==> src/mips_pkg.sv <==
package mips_pkg;

	localparam int WORD_W     = 32;
	localparam int REG_ADDR_W = 5;
	localparam int MEM_DEPTH  = 1024;
	localparam int MEM_ADDR_W = 10;
	localparam logic [WORD_W-1:0] START_ADDR = 32'h8002_0000;

	// Primary opcodes
	localparam logic [5:0] OP_RTYPE = 6'b000000;
	localparam logic [5:0] OP_MUL   = 6'b011100; // SPECIAL2
	localparam logic [5:0] OP_ADDI  = 6'b001000;
	localparam logic [5:0] OP_ADDIU = 6'b001001;
	localparam logic [5:0] OP_SLTI  = 6'b001010;
	localparam logic [5:0] OP_SLTIU = 6'b001011;
	localparam logic [5:0] OP_ORI   = 6'b001101;
	localparam logic [5:0] OP_XORI  = 6'b001110;
	localparam logic [5:0] OP_LUI   = 6'b001111;

	// Function codes
	localparam logic [5:0] FN_ADD  = 6'b100000;
	localparam logic [5:0] FN_ADDU = 6'b100001;
	localparam logic [5:0] FN_SUB  = 6'b100010;
	localparam logic [5:0] FN_SUBU = 6'b100011;
	localparam logic [5:0] FN_AND  = 6'b100100;
	localparam logic [5:0] FN_OR   = 6'b100101;
	localparam logic [5:0] FN_XOR  = 6'b100110;
	localparam logic [5:0] FN_NOR  = 6'b100111;
	localparam logic [5:0] FN_SLT  = 6'b101010;
	localparam logic [5:0] FN_SLTU = 6'b101011;
	localparam logic [5:0] FN_SLL  = 6'b000000;
	localparam logic [5:0] FN_SRL  = 6'b000010;
	localparam logic [5:0] FN_SRA  = 6'b000011;
	localparam logic [5:0] FN_SLLV = 6'b000100;
	localparam logic [5:0] FN_SRLV = 6'b000110;
	localparam logic [5:0] FN_SRAV = 6'b000111;
	localparam logic [5:0] FN_MUL  = 6'b000010; // Only under OP_MUL

	typedef enum logic [WORD_W-1:0] {
		ALU_ADD, ALU_SUB, ALU_MUL, ALU_AND, ALU_OR, ALU_XOR, ALU_NOR,
		ALU_SLT, ALU_SLTU, ALU_SLL, ALU_SRL, ALU_SRA, ALU_LUI
	} alu_op_e;

	// Immediate is {rd, sa, func}
	typedef struct packed {
		logic [5:0]            opcode;
		logic [REG_ADDR_W-1:0] rs;
		logic [REG_ADDR_W-1:0] rt;
		logic [REG_ADDR_W-1:0] rd;
		logic [4:0]            sa;
		logic [5:0]            func;
	} insn_fields_t;

	typedef struct packed {
		logic              valid;
		logic [WORD_W-1:0] pc;
		logic [WORD_W-1:0] insn;
	} fetch_t;

	typedef struct packed {
		logic                  valid;
		logic                  writes;
		logic [WORD_W-1:0]     pc;
		alu_op_e               alu_op;
		logic [WORD_W-1:0]     operand_a;
		logic [WORD_W-1:0]     operand_b;
		logic [4:0]            shamt;
		logic [REG_ADDR_W-1:0] dest;
	} exec_t;

	typedef struct packed {
		logic                  valid;
		logic [WORD_W-1:0]     pc;
		logic [REG_ADDR_W-1:0] dest;
		logic [WORD_W-1:0]     data;
	} wb_t;

endpackage

==> src/fetch_unit.sv <==
`timescale 1ns/1ps

module fetch_unit (
	input  logic                            clock,
	input  logic                            rst_n,
	input  logic                            run,
	output logic [mips_pkg::MEM_ADDR_W-1:0] mem_addr,
	input  logic [mips_pkg::WORD_W-1:0]     mem_data,
	output mips_pkg::fetch_t                fetch
);
	import mips_pkg::*;

	logic [WORD_W-1:0] pc;
	logic [WORD_W-1:0] pc_q;
	logic [WORD_W-1:0] offset;
	logic              valid_q;

	assign offset   = pc - START_ADDR;
	assign mem_addr = offset[MEM_ADDR_W+1:2]; // Byte offset to word index

	always_ff @(posedge clock or negedge rst_n) begin
		if (!rst_n) begin
			pc      <= START_ADDR;
			pc_q    <= START_ADDR;
			valid_q <= 1'b0;
		end else begin
			pc_q    <= pc; // Lines up with the memory data
			valid_q <= run;
			if (run) begin
				pc <= pc + 32'd4;
			end
		end
	end

	assign fetch = '{valid: valid_q, pc: pc_q, insn: mem_data};

endmodule

==> config.mk <==
export PLATFORM = sky130hd
export DESIGN_NAME = fetch_unit
export DESIGN_NICKNAME = d
export VERILOG_FILES = /design/src/mips_pkg.sv /design/src/fetch_unit.sv
export SDC_FILE = /design/constraint.sdc
export NUM_CORES = 1
export LEC_CHECK = 0
export ABC_AREA = 0
export BUFFER_PORTS_ARGS = -buffer_cell sky130_fd_sc_hd__buf_2
export CAP_MARGIN = 30
export CORE_MARGIN = 5
export CORE_UTILIZATION = 47
export DETAILED_ROUTE_END_ITERATION = 8
export PLACE_DENSITY_LB_ADDON = 0.2
export SLEW_MARGIN = 20
export SYNTH_ARGS = -nofsm -noshare
export SYNTH_HDL_FRONTEND = slang
export SYNTH_SLANG_ARGS = --single-unit
==> constraint.sdc <==
create_clock -name clock -period 2.4 [get_ports clock]
set_clock_uncertainty 0.2 [all_clocks]
set_input_delay 0.24 -clock clock [delete_from_list [all_inputs] [get_ports clock]]
set_output_delay 0.24 -clock clock [all_outputs]
set_load 0.1 [all_outputs]
==> results.sh <==
export IMPL_crit_buf_inv=2
export IMPL_postRouteWirelength_mm=4.33
export IMPL_drc=0
export IMPL_drv_slew=0
export IMPL_crit_required_ns=2.41
export IMPL_vias_per_cell=4.77
export IMPL_max_cap_viol_count=0
export IMPL_area_growth_synth_to_final_pct=7.14
export IMPL_final_replace_weighted_congestion=0.774
export IMPL_netlist_top_cells_area="dfrtp_1 57%, buf_4 14%, xnor2_1 8.5%, dfstp_2 4.2%, nand4_1 2.8%"
export IMPL_die_width_um=82.8
export IMPL_ys_warnings_count=0
export IMPL_critical_path_cell_chain="dlygate4sd3_1, buf_2, nand4_1, nor2_1, nand4_1, xnor2_1"
export IMPL_htree_num_levels=3
export IMPL_floorplan_initialDensity_pct=48.4
export IMPL_fp_dieH_um=82.8
export IMPL_drt_wl_cell_um=15.4
export IMPL_arrival_ns=1.99
export IMPL_maxClockFrequency_mhz=506
export IMPL_critical_path_class="in -> reg"
export IMPL_nFillCells=491
export IMPL_die_ar_um2=6850
export IMPL_postRouteAntennaNets=0
export IMPL_ys_ff_latch=61
export IMPL_design_power_total_uw=3110
export IMPL_finish_instance_area_um2=2670
export IMPL_grt_setup_unrepaired="no"
export IMPL_max_slew_worst_pin_slew_ns=0.655
export IMPL_design_final_nets=242
export IMPL_crit_path_max_cell_delay_ns=0.54
export IMPL_post_dp_cell_area_um2=2470
export IMPL_final_hold_viol_count=0
export IMPL_layout_core_utilization_pct=51.8
export IMPL_synth_seq_area_share_pct=61.6
export IMPL_cell_at_the_root_of_the_clock_tree="clkbuf_8"
export IMPL_layout_min_cycle_time_ns=1.98
export IMPL_place_detailed_hpwl_mm=3.08
export IMPL_multiInputGateArea_um2=603
export IMPL_path_delay_family="simple AND/OR/NAND/NOR gates"
export IMPL_post_synth_cell_area_avg_um2=12.9
export IMPL_setup_worst_path_start_class="primary input"
export IMPL_fin_tns_setup_ns=0
export IMPL_via_count=1341
export IMPL_antenna_found_initial=0
export IMPL_critPathMostFrequentCell="nand4_1"
export IMPL_diodes=0
export IMPL_p_leak_uw=0.00134
export IMPL_clock_latency_ns=0.33
export IMPL_outcome="completed"
export IMPL_numCtsBuffers=9
export IMPL_synthDominantAreaCellType="dfrtp_1"
export IMPL_grt_max_degree=35
export IMPL_grt_pass1_wl_mm=6.90
export IMPL_synth_top_cell_area_share_pct=57.3
export IMPL_portBuffers=43
export IMPL_yosys_cell_types_count=21
export IMPL_worst_setup_path_end_kind="flop"
export IMPL_clock_transition_at_the_register_clock_pins_on_the_worst_setup_and_hold_paths_after_cts_ns=0.06
export IMPL_setup_violations_final=0
export IMPL_sequential_cell_area_um2=1530
export IMPL_slew_headroom_pct=56.4
export IMPL_final_critical_path_setup_slack_ns=0.422
export IMPL_placement_rows=26
export IMPL_syn_std_cell_area_um2=2490
export IMPL_globalRouteOverflowTotal=0
export IMPL_cts_max_path_bufs=2
export IMPL_layout_worst_path_cycle_share_pct=82.4
export IMPL_clock_sinks=61
export IMPL_design_core_area_um2=5140
export IMPL_global_route_usage_total_pct=14.3
export IMPL_critical_path_peak_fanout=8
export IMPL_preCtsSetupSlack_ns=0.441
export IMPL_floorplan_io_pins=110
export IMPL_pwr_density_cell_nw_per_um2=1170
export IMPL_cts_tree="done"
export IMPL_min_path_type="reg -> reg"
export IMPL_slowest_stage="dlygate4sd3_1"
export IMPL_layout_drive_gt1_share_pct=31.3
export IMPL_first_global_vias=1349
export IMPL_drtIter0Drc=72
export IMPL_drt_first_pass_iters=6
export IMPL_syn_instance_count=193
export IMPL_irDropWorstVdd_uv=982
Yosys cell counts:
cell      number
and3_1         5
and4_1         4
buf_4         45
buf_6          1
conb_1         1
dfrtp_1       57
dfstp_2        4
ha_1           1
inv_1          2
mux2_2         1
nand2_1       10
nand3_1       10
nand3_2        1
nand4_1       11
nand4b_1       1
nor2_1         6
nor3_1         1
nor4_1         1
nor4_4         2
xnor2_1       24
xor2_1         5
flip-flops by register name (all words and copies together) (netlist names):
| register | count |
|---|---|
| pc | 30 |
| pc_q | 30 |
| valid_q | 1 |
cells by family (layout without fill, tap and decap cells):
family        count (synthesis)  count (layout)  share of synthesized area, %
flops                        61              61                          61.6
xor+xnor                     29              29                          10.2
other cells                   1               2                         0.151
simple gates                 52              52                          12.8
buf+inv                      48              65                          14.3
mux                           1               1                         0.453
fa+ha+maj                     1               1                         0.503
report_power, final:
part / leakage (µW) / internal (µW) / total (µW) / switching [µW]
clock network: 0.0000905 / 429 / 789 / 361
registers: 0.000801 / 1140 / 1240 / 103
logic: 0.000450 / 137 / 1080 / 945
layout make-up:
type                       instances  share of cell area (%)
multi-input combinational         85                    22.6
sequential                        61                    57.5
timing repair buffer              47                    9.86
clock buffer                      14                    6.10
clock inverter                     2                   0.376
inverter                           2                   0.282
tap                               70                    3.29
per-layer routing:
| metal | global-route usage, % | share of wire, % |
|---|---|---|
| met5 | 0 | 0 |
| met3 | 4.88 | 8.2 |
| met4 | 13.1 | 5.6 |
| met2 | 21.2 | 46 |
| met1 | 16.0 | 40 |
final timing paths:
| kind | from | endpoint | slack, ns | cells after the start |
|---|---|---|---|---|
| max | run | pc[20]$_DFFE_PN0P_ | 0.42 | 6 |
| min | pc[31]$_DFFE_PN1P_ | pc_q[31]$_DFF_PN1_ | 0.18 | 0 |
| max reg2reg | pc[2]$_DFFE_PN0P_ | pc[20]$_DFFE_PN0P_ | 0.45 | 5 |
| min reg2reg | pc[31]$_DFFE_PN1P_ | pc_q[31]$_DFF_PN1_ | 0.18 | 0 |
| max in group asynchronous | rst_n | pc_q[31]$_DFF_PN1_ | 1.06 | 3 |
| min in group asynchronous | rst_n | pc_q[8]$_DFF_PN0_ | 0.27 | 2 |
stage by stage:
stage,std cells,hold slack [ns]
detailed placement,263,0.109
global placement,263,0.0941
floorplan,194,-0.256
global route,281,0.186
finish,281,0.176
CTS,281,0.175
cell usage in the layout, fill, tap and decap left out, types with 3 or more instances in the layout:
| master | Yosys | routed |
|---|---|---|
| dfrtp_1 | 57 | 57 |
| buf_2 | 0 | 43 |
| xnor2_1 | 24 | 24 |
| nand4_1 | 11 | 11 |
| clkbuf_8 | 0 | 11 |
| nand2_1 | 10 | 10 |
| nand3_1 | 10 | 10 |
| nor2_1 | 6 | 6 |
| and3_1 | 5 | 5 |
| xor2_1 | 5 | 5 |
| and4_1 | 4 | 4 |
| dfstp_2 | 4 | 4 |
| clkbuf_1 | 0 | 3 |
timing repair:
| action | in CTS | in global routing |
|---|---|---|
| hold endpoints to repair | 29 | 0 |
| resized for setup | 0 | 0 |
| hold buffers | 2 | 0 |
| buffers inserted | 0 | 0 |
No activity file was read; power rests on OpenSTA's default activity.
