--- src/mips_pkg.sv ---
package mips_pkg;

	localparam int WORD_W     = 32;
	localparam int REG_ADDR_W = 5;
	localparam int MEM_DEPTH  = 1024;
	localparam int MEM_ADDR_W = 10;
	localparam logic [WORD_W-1:0] START_ADDR = 32'h8002_0000;

	// Primary opcodes
	localparam logic [5:0] OP_RTYPE = 6'b000000;
	localparam logic [5:0] OP_MUL   = 6'b011100; // SPECIAL2
	localparam logic [5:0] OP_ADDI  = 6'b001000;
	localparam logic [5:0] OP_ADDIU = 6'b001001;
	localparam logic [5:0] OP_SLTI  = 6'b001010;
	localparam logic [5:0] OP_SLTIU = 6'b001011;
	localparam logic [5:0] OP_ORI   = 6'b001101;
	localparam logic [5:0] OP_XORI  = 6'b001110;
	localparam logic [5:0] OP_LUI   = 6'b001111;

	// Function codes
	localparam logic [5:0] FN_ADD  = 6'b100000;
	localparam logic [5:0] FN_ADDU = 6'b100001;
	localparam logic [5:0] FN_SUB  = 6'b100010;
	localparam logic [5:0] FN_SUBU = 6'b100011;
	localparam logic [5:0] FN_AND  = 6'b100100;
	localparam logic [5:0] FN_OR   = 6'b100101;
	localparam logic [5:0] FN_XOR  = 6'b100110;
	localparam logic [5:0] FN_NOR  = 6'b100111;
	localparam logic [5:0] FN_SLT  = 6'b101010;
	localparam logic [5:0] FN_SLTU = 6'b101011;
	localparam logic [5:0] FN_SLL  = 6'b000000;
	localparam logic [5:0] FN_SRL  = 6'b000010;
	localparam logic [5:0] FN_SRA  = 6'b000011;
	localparam logic [5:0] FN_SLLV = 6'b000100;
	localparam logic [5:0] FN_SRLV = 6'b000110;
	localparam logic [5:0] FN_SRAV = 6'b000111;
	localparam logic [5:0] FN_MUL  = 6'b000010; // Only under OP_MUL

	typedef enum logic [WORD_W-1:0] {
		ALU_ADD, ALU_SUB, ALU_MUL, ALU_AND, ALU_OR, ALU_XOR, ALU_NOR,
		ALU_SLT, ALU_SLTU, ALU_SLL, ALU_SRL, ALU_SRA, ALU_LUI
	} alu_op_e;

	// Immediate is {rd, sa, func}
	typedef struct packed {
		logic [5:0]            opcode;
		logic [REG_ADDR_W-1:0] rs;
		logic [REG_ADDR_W-1:0] rt;
		logic [REG_ADDR_W-1:0] rd;
		logic [4:0]            sa;
		logic [5:0]            func;
	} insn_fields_t;

	typedef struct packed {
		logic              valid;
		logic [WORD_W-1:0] pc;
		logic [WORD_W-1:0] insn;
	} fetch_t;

	typedef struct packed {
		logic                  valid;
		logic                  writes;
		logic [WORD_W-1:0]     pc;
		alu_op_e               alu_op;
		logic [WORD_W-1:0]     operand_a;
		logic [WORD_W-1:0]     operand_b;
		logic [4:0]            shamt;
		logic [REG_ADDR_W-1:0] dest;
	} exec_t;

	typedef struct packed {
		logic                  valid;
		logic [WORD_W-1:0]     pc;
		logic [REG_ADDR_W-1:0] dest;
		logic [WORD_W-1:0]     data;
	} wb_t;

endpackage

--- src/reg_file.sv ---
`timescale 1ns/1ps

module reg_file (
	input  logic                            clock,
	input  logic                            rst_n,
	input  logic [mips_pkg::REG_ADDR_W-1:0] rs_addr,
	input  logic [mips_pkg::REG_ADDR_W-1:0] rt_addr,
	output logic [mips_pkg::WORD_W-1:0]     rs_data,
	output logic [mips_pkg::WORD_W-1:0]     rt_data,
	input  logic                            we,
	input  logic [mips_pkg::REG_ADDR_W-1:0] wr_addr,
	input  logic [mips_pkg::WORD_W-1:0]     wr_data
);
	import mips_pkg::*;

	logic [WORD_W-1:0] regs [2**REG_ADDR_W];

	always_ff @(posedge clock or negedge rst_n) begin
		if (!rst_n) begin
			for (int i = 0; i < 2**REG_ADDR_W; i++) begin
				regs[i] <= '0;
			end
		end else if (we && wr_addr != '0) begin
			regs[wr_addr] <= wr_data;
		end
	end

	// r0 reads zero, same-cycle write goes straight through
	assign rs_data = (rs_addr == '0) ? '0 :
		(we && wr_addr == rs_addr) ? wr_data : regs[rs_addr];
	assign rt_data = (rt_addr == '0) ? '0 :
		(we && wr_addr == rt_addr) ? wr_data : regs[rt_addr];

endmodule

--- src/decode_unit.sv ---
`timescale 1ns/1ps

module decode_unit (
	input  logic                            clock,
	input  logic                            rst_n,
	input  mips_pkg::fetch_t                fetch,
	input  logic                            we,
	input  logic [mips_pkg::REG_ADDR_W-1:0] wr_addr,
	input  logic [mips_pkg::WORD_W-1:0]     wr_data,
	output mips_pkg::exec_t                 exec
);
	import mips_pkg::*;

	insn_fields_t          f;
	logic [15:0]           imm;
	logic [WORD_W-1:0]     rs_data;
	logic [WORD_W-1:0]     rt_data;
	logic [WORD_W-1:0]     imm_sext;
	logic [WORD_W-1:0]     imm_zext;
	alu_op_e               alu_op;
	logic [WORD_W-1:0]     operand_b;
	logic [4:0]            shamt;
	logic [REG_ADDR_W-1:0] dest;
	logic                  supported;

	assign f        = insn_fields_t'(fetch.insn);
	assign imm      = {f.rd, f.sa, f.func};
	assign imm_sext = {{16{imm[15]}}, imm};
	assign imm_zext = {16'b0, imm};

	reg_file u_reg_file (
		.clock   (clock),
		.rst_n   (rst_n),
		.rs_addr (f.rs),
		.rt_addr (f.rt),
		.rs_data (rs_data),
		.rt_data (rt_data),
		.we      (we),
		.wr_addr (wr_addr),
		.wr_data (wr_data)
	);

	always_comb begin
		alu_op    = ALU_ADD;
		operand_b = rt_data;
		shamt     = f.sa;
		dest      = f.rt; // I-type default
		supported = 1'b1;
		case (f.opcode)
			OP_RTYPE: begin
				dest = f.rd;
				case (f.func)
					FN_ADD, FN_ADDU: alu_op = ALU_ADD; // No overflow trap
					FN_SUB, FN_SUBU: alu_op = ALU_SUB;
					FN_AND:  alu_op = ALU_AND;
					FN_OR:   alu_op = ALU_OR;
					FN_XOR:  alu_op = ALU_XOR;
					FN_NOR:  alu_op = ALU_NOR;
					FN_SLT:  alu_op = ALU_SLT;
					FN_SLTU: alu_op = ALU_SLTU;
					FN_SLL:  alu_op = ALU_SLL;
					FN_SRL:  alu_op = ALU_SRL;
					FN_SRA:  alu_op = ALU_SRA;
					FN_SLLV: begin
						alu_op = ALU_SLL;
						shamt  = rs_data[4:0];
					end
					FN_SRLV: begin
						alu_op = ALU_SRL;
						shamt  = rs_data[4:0];
					end
					FN_SRAV: begin
						alu_op = ALU_SRA;
						shamt  = rs_data[4:0];
					end
					default: supported = 1'b0;
				endcase
			end
			OP_MUL: begin
				dest      = f.rd;
				alu_op    = ALU_MUL;
				supported = (f.func == FN_MUL);
			end
			OP_ADDI, OP_ADDIU: operand_b = imm_sext;
			OP_SLTI: begin
				alu_op    = ALU_SLT;
				operand_b = imm_sext;
			end
			OP_SLTIU: begin
				alu_op    = ALU_SLTU;
				operand_b = imm_sext; // Sign-extended, then compared unsigned
			end
			OP_ORI: begin
				alu_op    = ALU_OR;
				operand_b = imm_zext;
			end
			OP_XORI: begin
				alu_op    = ALU_XOR;
				operand_b = imm_zext;
			end
			OP_LUI: begin
				alu_op    = ALU_LUI;
				operand_b = imm_zext;
			end
			default: supported = 1'b0;
		endcase
	end

	always_ff @(posedge clock or negedge rst_n) begin
		if (!rst_n) begin
			exec <= '0;
		end else begin
			exec.valid     <= fetch.valid;
			exec.writes    <= supported && dest != '0;
			exec.pc        <= fetch.pc;
			exec.alu_op    <= alu_op;
			exec.operand_a <= rs_data;
			exec.operand_b <= operand_b;
			exec.shamt     <= shamt;
			exec.dest      <= dest;
		end
	end

endmodule

--- config.mk ---
export PLATFORM = sky130hd
export DESIGN_NAME = decode_unit
export DESIGN_NICKNAME = d
export VERILOG_FILES = /design/src/mips_pkg.sv /design/src/reg_file.sv /design/src/decode_unit.sv
export SDC_FILE = /design/constraint.sdc
export NUM_CORES = 2
export LEC_CHECK = 0
export BUFFER_PORTS_ARGS = -buffer_cell sky130_fd_sc_hd__buf_2
export CORE_MARGIN = 2
export CORE_UTILIZATION = 25
export CTS_BUF_LIST = sky130_fd_sc_hd__clkbuf_8
export DETAILED_ROUTE_END_ITERATION = 6
export GPL_TIMING_DRIVEN = 0
export SETUP_SLACK_MARGIN = 0.02
export SLEW_MARGIN = 10
export SYNTH_ARGS = -nofsm -noshare
export SYNTH_HDL_FRONTEND = slang
export SYNTH_SLANG_ARGS = --single-unit
--- constraint.sdc ---
create_clock -name clock -period 3.3 [get_ports clock]
set_input_delay 0.66 -clock clock [delete_from_list [all_inputs] [get_ports clock]]
set_output_delay 0.66 -clock clock [all_outputs]
set_load 0.03 [all_outputs]
==> metrics.md <==
| Metric | Value |
|---|---|
| Status | `finished with violations` |
| Failing checks | `capacitance limit, slew limit, setup timing` |
| Worst skew pair latency | `1000 ps` |
| IO buf count | `roughly 210` |
| Ys async rst share | `100%` |
| Worst Setup Start Kind | `primary input` |
| Cell mode on critical path | `buf_2` |
| Worst setup margin | `-143 ps` |
| Final Setup Violations | `18` |
| Switching power of the nets | `12900 uW` |
| Layout cells sized above 1 | `a little over two fifths` |
| Fin nets | `roughly 4800` |
| Clk pwr share | `34.5%` |
| Final min period | `3440 ps` |
| Seq pwr share | `between 40% and 50%` |
| CTS tree | `done` |
| Clk slew on worst S/H paths | `around 70 ps` |
| Max VDD drop | `just under 0.5 mV` |
| Post-route ant nets | `0` |
| Synth top area share | `about half` |
| Sequential area share after synthesis | `roughly half` |
| Least-Margin Pin Slew | `approximately 1500 ps` |
| Relative slew margins | `-3.18%` |
| CP Capture Type | `register` |
| Vias per inst | `roughly 5.6` |
| Mean Syn Cell Area | `around 14 um2` |
| Switching part of the total | `~31%` |
| Drt wl/cell | `between 30 and 40 um` |
| Die area | `239000 um2` |
| Antenna violations before repair | `41` |
| Die width | `489 um` |
| DIE HEIGHT | `between 400 and 500 um` |
| Vias in the first global route | `between 40000 and 50000` |
| Commonest non-fill, non-tap cell in the layout | `dfrtp_1` |
| Routed wire length | `roughly 270000 um` |
| Clock sink count | `1136` |
| FMAX | `between 200 and 300 MHz` |
| Crit-path max FO | `10` |
| WHS | `roughly 77 ps` |
| CP required | `4080 ps` |
| Int Pwr | `28500 uW` |
| CTS buffer count | `between 200 and 250` |
| Post-Syn Instances | `4188` |
| Syn-to-layout area delta | `18.0%` |
| HP Class | `primary input to register` |
| DRT iter0 DRCs | `5905` |
| Final TNS setup | `-824 ps` |
| Distinct cells, synth | `68` |
| Detailed placer's ending HPWL | `roughly 190000 um` |
| IO Count | `around 250` |
| Slew Limit Fails | `11` |
| Via count | `around 45000` |
| Synth area leader | `dfrtp_1` |
| Final Hold Viols | `0` |
| Skew final | `62.2 ps` |
| Register bit total from synthesis | `1136` |
| Core area | `around 230000 um2` |
| Reg2reg setup slack | `around 700 ps` |
| Largest net degree at the start of global routing | `about 150` |
| Crit path kind | `primary input to register` |
| Gr ovfl total | `0` |
| Most frequent cells in the layout | `dfrtp_1 (1136), mux2_2 (1034), mux4_2 (341), mux2i_1 (310), buf_2 (292)` |
| Yosys warns | `0` |
| Synth area leaders | `dfrtp_1 (48%), mux2_2 (20%), mux4_2 (13%)` |
| Number of max-cap violations | `2` |
| Slowest cell on crit path | `clkbuf_1` |
| Post-Syn Area | `58700 um2` |
| FP Rows | `177` |
| Total GRT Usage | `22.4%` |
| Unrepaired setup endpoints after global routing | `no` |
| P per Cell Area | `598 nW/um2` |
| Worst-case clock buffer depth | `3` |
| First-pass DRT Iterations | `6` |
| H-tree Lvls | `4` |
| Starting density of the core | `between 20% and 30%` |
| Final worst-path cycle share | `104%` |
| CP Cell Sequence | `buf_2 > buf_2 > buf_2 > buf_2 > buf_4 > or2_2 > clkbuf_1 > o22ai_1 > o21a_1 > a211oi_1` |
| Critical Path AT | `between 4000 and 5000 ps` |
| CTS root buffer | `clkbuf_8` |
| Post-synth EDFFs | `0` |
| Residual DRC count | `0` |
| Main synth FF type | `dfrtp_1` |
| First-pass GRT wire length | `between 300000 and 400000 um` |
| Comb power frac | `about a fifth` |
| CP peak stage delay | `between 700 and 800 ps` |
| Leak | `a little over 0.03 uW` |
| GP Congestion | `just over 1` |
-- registers in the layout, indices dropped and copies added, names as in the netlist --
register / flops
exec: 112
u_reg_file.regs: 1024
-- routing by layer --
| layer | up-vias | GRT usage, % | wire length (um) |
|---|---|---|---|
| met5 | - | 0.469 | 310 |
| met4 | 22 | 16.3 | 22600 |
| met3 | 954 | 8.21 | 33400 |
| met2 | 3345 | 32.3 | 115000 |
| met1 | 23800 | 27.2 | 101000 |
| li1 | 17000 | - | - |
-- path summary, 6_finish.rpt --
kind | startpoint | end | cells past startpoint
max reg2reg | u_reg_file.regs[903] | exec[17] | 4
min in group asynchronous | rst_n | exec[131] | 2
min reg2reg | u_reg_file.regs[994] | u_reg_file.regs[994] | 1
max in group asynchronous | rst_n | exec[107] | 5
min | fetch[2] | exec[12] | 3
max | fetch[18] | exec[28] | 10
-- metrics by stage --
step	power [uW]	util, %	setup slack, ps	std cells	area, um2
after floorplan	23700	-	756	4215	58800
after global placement	26700	27.4	-24240	7554	63700
after detailed placement	27000	27.5	-1710	7565	64100
after CTS	41300	29.7	12.8	8002	69100
after global routing	42900	29.7	39.3	8007	69200
final	41400	29.7	-143	8017	69200
-- cell families after synthesis --
kind of cell | share of synthesized area [%]
and+or+nand+nor | 3.02
buffers and inverters | 3.79
xor gates and xnor gates | 0.149
other | 0.00639
DFF | 48.4
AOI/OAI and AO/OA | 6.39
muxes | 38.2
-- synthesized netlist by cell type, drive strengths merged (3+ instances only) --
| cell type | number |
|---|---|
| dfrtp | 1136 |
| mux2 | 1034 |
| mux4 | 341 |
| mux2i | 310 |
| clkbuf | 282 |
| buf | 203 |
| o21ai | 112 |
| o22ai | 102 |
| a22oi | 75 |
| nand2 | 72 |
| a21oi | 57 |
| nor2 | 50 |
| nor3 | 47 |
| a221oi | 41 |
| a22o | 31 |
| o221ai | 24 |
| nand3 | 23 |
| nor2b | 22 |
| a2111oi | 21 |
| a211oi | 21 |
| and2 | 21 |
| and3 | 16 |
| nor4bb | 16 |
| nand3b | 11 |
| o211ai | 11 |
| nand4 | 9 |
| a221o | 8 |
| a32o | 8 |
| nand2b | 7 |
| o21bai | 6 |
| or2 | 6 |
| xnor2 | 6 |
| inv | 5 |
| or3 | 5 |
| o21a | 4 |
| o22a | 4 |
| or3b | 4 |
| xor2 | 4 |
| a2bb2oi | 3 |
| a31oi | 3 |
| nand4b | 3 |
| nor3b | 3 |
| o31ai | 3 |
-- layout make-up --
cell class                 instances  area [um2]
clock buffer                     255        3510
antenna                           16        40.0
clock inverter                   113         756
sequential                      1136       28400
inverter                           6        26.3
buffer                           483        2300
tap                             3132        3920
timing repair buffer             288        2030
multi-input combinational       2588       28200
fill                           23800      164000
-- power groups by stage --
stage                     Sequential (uW)  Clock (uW)  Combinational (uW)
after floorplan                     18100           0                5540
after global placement              18300           0                8350
after detailed placement            18400           0                8550
after CTS                           18200       14500                8660
after global routing                18600       15100                9190
final                               18300       14300                8800
-- worst max-delay path: cells and delay by family --
family	cells	cell delay, ps
buffers and inverters	6	2340
AO/OA/AOI/OAI	3	1000
AND/OR/NAND/NOR	1	190
-- timing repair --
item | 4_1_cts | 5_1_grt
endpoints found under the setup margin | 49 | 25
endpoints found under the hold margin | 197 | 0
pin swaps | 1 | 0
gates resized for setup | 28 | 44
hold buffers | 69 | 0
setup buffers | 1 | 0
Note: power is estimated with default switching activity, not from simulation.
